==> src/logic/filter_pkg.sv <==
package filter_pkg;

  // ====================
  // Window geometry
  // ====================
  localparam int KERNEL = 9;  // Edge length of the square window.

  // ====================
  // Data types
  // ====================
  typedef logic [7:0]  pixel_t;    // One greyscale pixel.
  typedef logic [11:0] row_sum_t;  // Holds 9 x 255.
  typedef logic [14:0] win_sum_t;  // Holds 81 x 255.

  typedef enum logic [1:0] {
    IDLE,
    ACTIVE,
    DONE
  } ctrl_state_t;

endpackage

==> src/logic/box_filter_top.sv <==
module box_filter_top #(
  parameter int IMG_COLS = 64,
  parameter int IMG_ROWS = 48
) (
  input  logic                 clk,
  input  logic                 rst_n,
  input  logic                 frame_start_i,
  input  logic                 pixel_valid_i,
  input  filter_pkg::pixel_t   pixel_i,
  output filter_pkg::win_sum_t sum_o,
  output logic                 sum_valid_o,
  output logic                 frame_done_o
);
  import filter_pkg::*;

  logic   accept;
  logic   clear;
  logic   win_valid;
  logic   col_valid;
  logic   col_full;
  logic   row_full;
  logic   col_last;
  logic   row_last;
  pixel_t col_pix [KERNEL];
  pixel_t win [KERNEL * KERNEL];

  frame_controller #(
    .IMG_COLS(IMG_COLS),
    .IMG_ROWS(IMG_ROWS)
  ) u_ctrl (
    .clk          (clk),
    .rst_n        (rst_n),
    .frame_start_i(frame_start_i),
    .pixel_valid_i(pixel_valid_i),
    .col_full_i   (col_full),
    .row_full_i   (row_full),
    .col_last_i   (col_last),
    .row_last_i   (row_last),
    .accept_o     (accept),
    .clear_o      (clear),
    .win_valid_o  (win_valid),
    .frame_done_o (frame_done_o)
  );

  line_buffer_bank #(
    .IMG_COLS(IMG_COLS)
  ) u_lines (
    .clk        (clk),
    .rst_n      (rst_n),
    .accept_i   (accept),
    .pixel_i    (pixel_i),
    .col_pix_o  (col_pix),
    .col_valid_o(col_valid)
  );

  window_buffer_9x9 #(
    .IMG_COLS(IMG_COLS),
    .IMG_ROWS(IMG_ROWS)
  ) u_window (
    .clk        (clk),
    .rst_n      (rst_n),
    .clear_i    (clear),
    .accept_i   (accept),
    .col_valid_i(col_valid),
    .col_pix_i  (col_pix),
    .win_o      (win),
    .col_full_o (col_full),
    .row_full_o (row_full),
    .col_last_o (col_last),
    .row_last_o (row_last)
  );

  window_sum u_sum (
    .clk        (clk),
    .rst_n      (rst_n),
    .win_i      (win),
    .win_valid_i(win_valid),
    .sum_o      (sum_o),
    .sum_valid_o(sum_valid_o)
  );

endmodule

==> src/logic/frame_controller.sv <==
module frame_controller #(
  parameter int IMG_COLS = 64,
  parameter int IMG_ROWS = 48
) (
  input  logic clk,
  input  logic rst_n,
  input  logic frame_start_i,
  input  logic pixel_valid_i,
  input  logic col_full_i,
  input  logic row_full_i,
  input  logic col_last_i,
  input  logic row_last_i,
  output logic accept_o,
  output logic clear_o,
  output logic win_valid_o,
  output logic frame_done_o
);
  import filter_pkg::*;

  ctrl_state_t state_q;
  ctrl_state_t state_d;
  logic        hit_q;
  logic        last_pix;

  assign accept_o     = pixel_valid_i && (state_q == ACTIVE);
  assign clear_o      = frame_start_i && (state_q == IDLE);
  assign last_pix     = accept_o && col_last_i && row_last_i;
  assign frame_done_o = (state_q == DONE);

  // ====================
  // Frame FSM
  // ====================
  always_comb begin
    state_d = state_q;
    case (state_q)
      IDLE:    if (frame_start_i) state_d = ACTIVE;
      ACTIVE:  if (last_pix) state_d = DONE;
      DONE:    state_d = IDLE;  // One cycle only.
      default: state_d = IDLE;
    endcase
  end

  always_ff @(posedge clk) begin
    if (!rst_n) begin
      state_q <= IDLE;
    end else begin
      state_q <= state_d;
    end
  end

  // Tag follows the column into the window one edge later.
  always_ff @(posedge clk) begin
    if (!rst_n) begin
      hit_q       <= 1'b0;
      win_valid_o <= 1'b0;
    end else begin
      hit_q       <= accept_o && col_full_i && row_full_i;
      win_valid_o <= hit_q;
    end
  end

endmodule

==> src/logic/line_buffer_bank.sv <==
module line_buffer_bank #(
  parameter int IMG_COLS = 64
) (
  input  logic               clk,
  input  logic               rst_n,
  input  logic               accept_i,
  input  filter_pkg::pixel_t pixel_i,
  output filter_pkg::pixel_t col_pix_o [filter_pkg::KERNEL],
  output logic               col_valid_o
);
  import filter_pkg::*;

  localparam int LINES = KERNEL - 1;
  localparam int ADDR_W = $clog2(IMG_COLS);
  localparam logic [ADDR_W-1:0] ADDR_LAST = ADDR_W'(IMG_COLS - 1);

  logic [ADDR_W-1:0] col_addr;
  pixel_t            rd_pix [LINES];
  pixel_t            wr_pix [LINES];

  // ====================
  // Shared column address
  // ====================
  always_ff @(posedge clk) begin
    if (!rst_n) begin
      col_addr <= '0;
    end else if (accept_i) begin
      if (col_addr == ADDR_LAST) begin
        col_addr <= '0;  // Wrap at the end of an image line.
      end else begin
        col_addr <= col_addr + 1'b1;
      end
    end
  end

  // ====================
  // Chained row memories
  // ====================
  genvar g;
  generate
    for (g = 0; g < LINES; g++) begin : g_line
      pixel_t row_mem [IMG_COLS];

      assign rd_pix[g] = row_mem[col_addr];  // Pixel g+1 rows above the input.

      if (g == 0) begin : g_head
        assign wr_pix[g] = pixel_i;
      end else begin : g_chain
        assign wr_pix[g] = rd_pix[g-1];  // Old value moves one line further up.
      end

      always_ff @(posedge clk) begin
        if (accept_i) begin
          row_mem[col_addr] <= wr_pix[g];
        end
      end
    end
  endgenerate

  // Column register, oldest row at index 0.
  always_ff @(posedge clk) begin
    if (accept_i) begin
      col_pix_o[KERNEL-1] <= pixel_i;
      for (int k = 0; k < LINES; k++) begin
        col_pix_o[LINES-1-k] <= rd_pix[k];
      end
    end
  end

  always_ff @(posedge clk) begin
    if (!rst_n) begin
      col_valid_o <= 1'b0;
    end else begin
      col_valid_o <= accept_i;
    end
  end

endmodule

==> src/logic/window_buffer_9x9.sv <==
module window_buffer_9x9 #(
  parameter int IMG_COLS = 64,
  parameter int IMG_ROWS = 48
) (
  input  logic               clk,
  input  logic               rst_n,
  input  logic               clear_i,
  input  logic               accept_i,
  input  logic               col_valid_i,
  input  filter_pkg::pixel_t col_pix_i [filter_pkg::KERNEL],
  output filter_pkg::pixel_t win_o [filter_pkg::KERNEL * filter_pkg::KERNEL],
  output logic               col_full_o,
  output logic               row_full_o,
  output logic               col_last_o,
  output logic               row_last_o
);
  import filter_pkg::*;

  localparam int COL_W = $clog2(IMG_COLS);
  localparam int ROW_W = $clog2(IMG_ROWS);
  localparam logic [COL_W-1:0] COL_LAST = COL_W'(IMG_COLS - 1);
  localparam logic [ROW_W-1:0] ROW_LAST = ROW_W'(IMG_ROWS - 1);
  localparam logic [COL_W-1:0] COL_EDGE = COL_W'(KERNEL - 1);
  localparam logic [ROW_W-1:0] ROW_EDGE = ROW_W'(KERNEL - 1);

  logic [COL_W-1:0] col_cnt;
  logic [ROW_W-1:0] row_cnt;
  pixel_t           win_q [KERNEL][KERNEL];

  // ====================
  // Window shift
  // ====================
  always_ff @(posedge clk) begin
    if (col_valid_i) begin
      for (int r = 0; r < KERNEL; r++) begin
        for (int c = 0; c < KERNEL - 1; c++) begin
          win_q[r][c] <= win_q[r][c+1];  // Older columns move left.
        end
        win_q[r][KERNEL-1] <= col_pix_i[r];
      end
    end
  end

  genvar gr, gc;
  generate
    for (gr = 0; gr < KERNEL; gr++) begin : g_row
      for (gc = 0; gc < KERNEL; gc++) begin : g_col
        assign win_o[gr*KERNEL + gc] = win_q[gr][gc];
      end
    end
  endgenerate

  // ====================
  // Position counters
  // ====================
  always_ff @(posedge clk) begin
    if (!rst_n || clear_i) begin
      col_cnt <= '0;
    end else if (accept_i) begin
      if (col_last_o) begin
        col_cnt <= '0;
      end else begin
        col_cnt <= col_cnt + 1'b1;
      end
    end
  end

  always_ff @(posedge clk) begin
    if (!rst_n || clear_i) begin
      row_cnt <= '0;
    end else if (accept_i && col_last_o) begin
      if (row_last_o) begin
        row_cnt <= '0;
      end else begin
        row_cnt <= row_cnt + 1'b1;
      end
    end
  end

  // The flags describe the pixel being accepted in this cycle.
  assign col_full_o = (col_cnt >= COL_EDGE);
  assign row_full_o = (row_cnt >= ROW_EDGE);
  assign col_last_o = (col_cnt == COL_LAST);
  assign row_last_o = (row_cnt == ROW_LAST);

endmodule

==> src/logic/window_sum.sv <==
module window_sum (
  input  logic                 clk,
  input  logic                 rst_n,
  input  filter_pkg::pixel_t   win_i [filter_pkg::KERNEL * filter_pkg::KERNEL],
  input  logic                 win_valid_i,
  output filter_pkg::win_sum_t sum_o,
  output logic                 sum_valid_o
);
  import filter_pkg::*;

  row_sum_t row_acc [KERNEL];
  row_sum_t row_q   [KERNEL];
  logic     row_valid_q;
  win_sum_t total;

  // ====================
  // Stage one
  // ====================
  always_comb begin
    for (int r = 0; r < KERNEL; r++) begin
      row_acc[r] = '0;
      for (int c = 0; c < KERNEL; c++) begin
        row_acc[r] = row_acc[r] + row_sum_t'(win_i[r*KERNEL + c]);
      end
    end
  end

  always_ff @(posedge clk) begin
    for (int r = 0; r < KERNEL; r++) begin
      row_q[r] <= row_acc[r];
    end
  end

  always_ff @(posedge clk) begin
    if (!rst_n) begin
      row_valid_q <= 1'b0;
    end else begin
      row_valid_q <= win_valid_i;
    end
  end

  // ====================
  // Stage two
  // ====================
  always_comb begin
    total = '0;
    for (int r = 0; r < KERNEL; r++) begin
      total = total + win_sum_t'(row_q[r]);
    end
  end

  always_ff @(posedge clk) begin
    if (!rst_n) begin
      sum_o       <= '0;
      sum_valid_o <= 1'b0;
    end else begin
      sum_o       <= total;        // Runs every cycle, tagged by the valid.
      sum_valid_o <= row_valid_q;
    end
  end

endmodule

==> config.mk <==
export PLATFORM = sky130hd
export DESIGN_NAME = box_filter_top
export DESIGN_NICKNAME = d
export VERILOG_FILES = /design/src/logic/filter_pkg.sv /design/src/logic/box_filter_top.sv /design/src/logic/frame_controller.sv /design/src/logic/line_buffer_bank.sv /design/src/logic/window_buffer_9x9.sv /design/src/logic/window_sum.sv
export SDC_FILE = /design/constraint.sdc
export NUM_CORES = 2
export LEC_CHECK = 0
export BUFFER_PORTS_ARGS = -buffer_cell sky130_fd_sc_hd__clkbuf_2
export CORE_MARGIN = 2
export CORE_UTILIZATION = 35
export CTS_BUF_LIST = sky130_fd_sc_hd__clkbuf_8
export DETAILED_ROUTE_END_ITERATION = 10
export MAX_ROUTING_LAYER = met4
export PLACE_DENSITY_LB_ADDON = 0.1
export SYNTH_ARGS = -nofsm -noshare
export SYNTH_HDL_FRONTEND = slang
export SYNTH_MEMORY_MAX_BITS = 65536
export SYNTH_SLANG_ARGS = --single-unit
==> constraint.sdc <==
create_clock -name clk -period 46.5 [get_ports clk]
set_input_delay 9.3 -clock clk [delete_from_list [all_inputs] [get_ports clk]]
set_output_delay 9.3 -clock clk [all_outputs]
set_load 0.005 [all_outputs]
# Word level (Yosys, flattened, before mapping)

Memory sizes are Yosys's and may differ from the RTL's. A register that Yosys moved wholly into a read port is not among the register bits.
Index checks and enable logic that the tools add are counted.

Bits in latches: 0
Bits of input ports: 12
Memory bits (read-only): 0
Logic and storage cells: 154
Memories: 10
Register bits after elaboration: 104
Output and inout bits: 17
Memory bits (writable): 4,852

$lt $le $gt $ge: 2
$mul: 0
Bitwise logic cells: 0
Div/mod/pow operators: 0
Multiplexer cells: 24
Shift operators: 0
Reductions and logical operators: 10
Add/sub/neg operators: 83
Equal/unequal tests: 7

Memory list:

| memory                    | words | bits a word | read ports | clocked after memory_dff | write ports | RTL line                | text |
|---|---|---|---|---|---|---|---|
| u_window.win_q            | 9     | 72          | 9          | 0                        | 9           | window_buffer_9x9.sv:28 | `pixel_t win_q [KERNEL][KERNEL];` |
| u_lines.g_line[0].row_mem | 64    | 8           | 1          | 1                        | 1           | line_buffer_bank.sv:42  | `pixel_t row_mem [IMG_COLS];` |
| u_lines.g_line[1].row_mem | 64    | 8           | 1          | 1                        | 1           | line_buffer_bank.sv:42  |  |
| u_lines.g_line[2].row_mem | 64    | 8           | 1          | 1                        | 1           | line_buffer_bank.sv:42  |  |
| u_lines.g_line[3].row_mem | 64    | 8           | 1          | 1                        | 1           | line_buffer_bank.sv:42  |  |
| u_lines.g_line[4].row_mem | 64    | 8           | 1          | 1                        | 1           | line_buffer_bank.sv:42  |  |
| 4 more memories           | n/a   | n/a         | n/a        | n/a                      | n/a         | n/a                     |  |

Operators by type and width:

| operator            | count |
|---|---|
| $add 12x8->12       | 63 |
| $add 15x12->15      | 7 |
| $mux 6              | 17 |
| $add 8x8->9         | 9 |
| $add 6x1->6 const B | 3 |
| $eq 6x6->1 const B  | 3 |
| $add 12x12->13      | 1 |
| $ge 6x4->1 const B  | 2 |
| $logic_and 1x1->1   | 6 |
| $mux 1              | 4 |
| $mux 2              | 2 |
| $pmux 2 s2          | 1 |
| $eq 2x1->1 const B  | 1 |
| $eq 2x2->1 const B  | 1 |
| $logic_not 2->1     | 1 |
| $ne 2x1->1 const B  | 1 |
| $ne 2x2->1 const B  | 1 |
| $reduce_and 2->1    | 1 |
| $logic_not 1->1     | 1 |
| $logic_or 1x1->1    | 1 |

# Longest topological paths before layout

An unclocked memory read counts as a cell.

Depth in word-level cells: 9
Mapped depth: 22
Mapped depth without buffers: 22

# Cells and area by module

A second synthesis with hierarchy kept.

Cells, all modules: 9,564
Area total of the unflattened synthesis: 200,955.2 um^2

By module, submodules not included:

| module            | instances | seq. area each (um^2) | cells each | area each (um^2) |
|---|---|---|---|---|
| line_buffer_bank  | 1         | 125,420.3             | 6,803      | 159,386.6 |
| window_sum        | 1         | 2,502.4               | 2,017      | 21,285.4 |
| window_buffer_9x9 | 1         | 19,698.9              | 727        | 20,126.8 |
| frame_controller  | 1         | 80.1                  | 17         | 156.4 |

# Worst setup path before layout

Ideal clock, no wire load.

Kind: register -> register
From: register u_lines.col_valid_o
To: memory u_window.win_q[0][0] (netlist bit), enable pin
Required time: 45,419 ps
Library setup time: 1,081 ps
Buffers on the path: 0
Data arrival time: 14,491 ps
Path slack: 30,927 ps
Stages on the path, launching flop included: 1
Period minus slack after synthesis: 15,573 ps
Cells stage by stage: dfxtp_1

RTL lines:

| item                   | RTL line                | text |
|---|---|---|
| from (decl)            | line_buffer_bank.sv:9   | `output logic col_valid_o` |
| from (signal assigned) | line_buffer_bank.sv:74  | `col_valid_o <= accept_i;` |
| to (decl)              | window_buffer_9x9.sv:28 |  |

# Worst setup path after layout

From: input pixel_valid_i
To: memory u_lines.g_line[5].row_mem[23][2] (netlist bit), enable pin

Longest elaborated chain between the ends: 3

RTL lines:

| item                         | RTL line               | text |
|---|---|---|
| from (decl)                  | box_filter_top.sv:8    | `input logic pixel_valid_i,` |
| $logic_and 1x1->1            | frame_controller.sv:25 | `assign accept_o = pixel_valid_i && (state_q == ACTIVE);` |
| $mux 1                       | line_buffer_bank.sv:53 | `if (accept_i) begin` |
| $mux 1 (implied by the code) | line_buffer_bank.sv:54 | `row_mem[col_addr] <= wr_pix[g];` |
| to (decl)                    | line_buffer_bank.sv:42 |  |

Every way passes these cells.

==> metrics.txt <==
vias in the first global route 104000; TritonCTS Buffers 832; Leakage 74.5 nW; Max-Slew Margin vs Limit 12.0%; Total GRT Usage 21.2%; FF+latch count, synth 4970; peak supply drop 0.000316 V; warnings from Yosys 0; Worst Path Required 47400 ps; area grow syn2layout 13.4%; post-CTS resize count 0; CTS tree done; WL final 606000 um; Ports 29; worst slew pin tran 1320 ps; die width 760 um; row cnt 277; CP max FO 25; Max Clock Freq 83.1 MHz; Port Buf Inserts 28; Final Hold Viols 0; WP buf/inv 4; RSZ-0062 raised after global routing no; HP Class reg2reg; clk sinks 4970; ys async rst share 0%; initial antenna violation count 68; number of remaining DRC errors 0; root buf cell clkbuf_8; CP max stage cell nor2_4; Max Slew Vio Count 0; crit path cell chain clkbuf_2 -> nand2_1 -> buf_4 -> nor2_2 -> nand2_1 -> nor2_4 -> buf_4 -> buf_4; crit path capture type flip-flop; Syn Inst Count 9799; Synth top cells by count edfxtp_1 (4816), mux4_2 (942), inv_1 (823); Congestion Overflow GR 0; Sum Neg Setup Slack 0 ps; Fin Clk Skew 114 ps; startpoint types primary input; Post-Syn Area 0.200 mm^2; largest cells by area after synthesis edfxtp_1 (72%), mux4_2 (11%), fa_1 (5.0%); share of cells above drive strength 1 22.9%; Worst EP arrival 12940 ps; syn_nets 10500; kind of critical path in2reg; antenna-violating nets left 0; first-pass detailed-route iteration total 6; top cell type's share of synthesized area 72.3%; crit-path max cell delay 1100 ps; fraction of the yosys area taken by sequential cells 73.8%; Crit path top cell by count buf_4; post-synthesis cell type count 71; Core ar. 0.569 mm^2; DP HPWL 372000 um; DIE HEIGHT 760 um; pwr/cell area 52.1 mW/mm^2; Max-Cap Viols 0; outcome complete, no violations; post-layout util 39.8%; Post-CTS Setup Repair Bufs 0; DRT iter0 DRCs 11600; most common cell in the synthesized netlist edfxtp_1; Post-synth EDFFs 4816; ys flop type edfxtp_1; min cycle time layout 12040 ps; via count 99400; clk_lat worst skew 1340 ps; Avg Cell Area, Syn 20.4 um^2; Via density 5.28; clock slew at reported path FFs 70 ps; CTS H-tree depth 6; first-pass GRT wire length 836000 um; Final setup viols 0; Initial Utilization 35.1%; Final nets 11300; die area 0.578 mm^2; largest net degree at the start of global routing 166; Routed wire per std cell 32.2 um; Max clock buf depth 4; Crit path max-delay family simple AND/OR/NAND/NOR gates; gpl congestion 0.837; post-synth top area cell edfxtp_1; hold_buf cts 0; Tcrit/Tclk final 25.9%
==> sequential cells by signal, indices dropped and copies added, names as in the netlist, 2 cells and up, named ones only <==
name,flops
u_lines.g_line.row_mem,4096
u_window.win_q,648
u_sum.row_q,108
u_lines.col_pix_o,72
u_sum.sum_o,15
u_lines.col_addr,6
u_window.col_cnt,6
u_window.row_cnt,6
u_ctrl.state_q,2
==> cell usage in the layout, fill, tap and decap left out, types with 145 or more instances in the layout <==
cell type  count
nor2_1       173
edfxtp_1    4816
ha_1         223
clkinv_1     220
fa_1         504
mux4_2       942
mux2i_1      199
dfxtp_1      145
clkbuf_8     864
buf_4        289
inv_1       1093
a21oi_1      217
==> power breakdown <==
group	total (W)	switching, W	internal [W]	leakage (nW)
clock	0.00365	0.00184	0.00181	8.93
combinational	0.00306	0.00177	0.00129	20.9
sequential	0.00510	0.0000612	0.00504	44.7
==> layout make-up <==
type | instances | area (um^2)
Clock buffer | 864 | 11900
Clock inverter | 662 | 3490
Antenna cell | 31 | 77.6
Sequential cell | 4970 | 148000
Multi-Input combinational cell | 3616 | 48600
Fill cell | 51000 | 343000
Timing Repair Buffer | 329 | 2560
Tap cell | 7533 | 9430
Inverter | 825 | 3100
==> cell families (layout without fill, tap and decap cells) <==
logic type / count (synthesis) / after routing / share of synthesized area (%)
xor gates and xnor gates: 137 / 137 / 0.600
buffers and inverters: 1213 / 2680 / 2.51
AOI/OAI and AO/OA: 918 / 918 / 3.16
adders and majority gates: 727 / 727 / 6.44
muxes: 1235 / 1235 / 12.1
DFF: 4970 / 4970 / 73.8
and+or+nand+nor: 599 / 599 / 1.34
other: 0 / 31 / 0
==> worst register-to-register path: cells and delay by family, from the launching register on <==
family | cells | cell delay, ps
flops | 1 | 670
compound gates | 3 | 1590
simple gates | 1 | 220
buf+inv | 6 | 4290
mux | 1 | 380
==> stage by stage <==
stage                     setup WS [ps]  total power [W]  hold WS [ps]  cell area (um^2)  cells
after floorplan                   30930          0.00744           400            200000   9799
after global placement            33290          0.00829           403            211000  17300
after detailed placement          33240          0.00830           406            211000  17300
after CTS                         34690           0.0120           409            227000  18800
after global routing              34480           0.0126           416            227000  18800
final                             34460           0.0118           417            227000  18800
==> routing by layer <==
layer / up-vias / wire [um] / GRT usage, %
met3: 805 / 42500 / 3.64
met4: 0 / 13800 / 4.90
met5: - / 0 / -
li1: 40600 / - / -
met1: 54200 / 257000 / 28.7
met2: 3802 / 292000 / 33.7
==> worst paths after layout <==
check / startpoint / to / slack, ps / depth (start not counted)
worst min register to register: u_lines.col_pix_o[27] / u_window.win_q[5][3] / 420 / 0
worst max register to register: flip-flop / u_lines.g_line[4].row_mem[43][4] / 38810 / 11
worst max-delay path: pixel_valid_i / u_lines.g_line[5].row_mem[23][2] / 34460 / 8
worst min-delay path: u_lines.col_pix_o[27] / u_window.win_q[5][3] / 420 / 0
(Power assumes the default switching activity.)
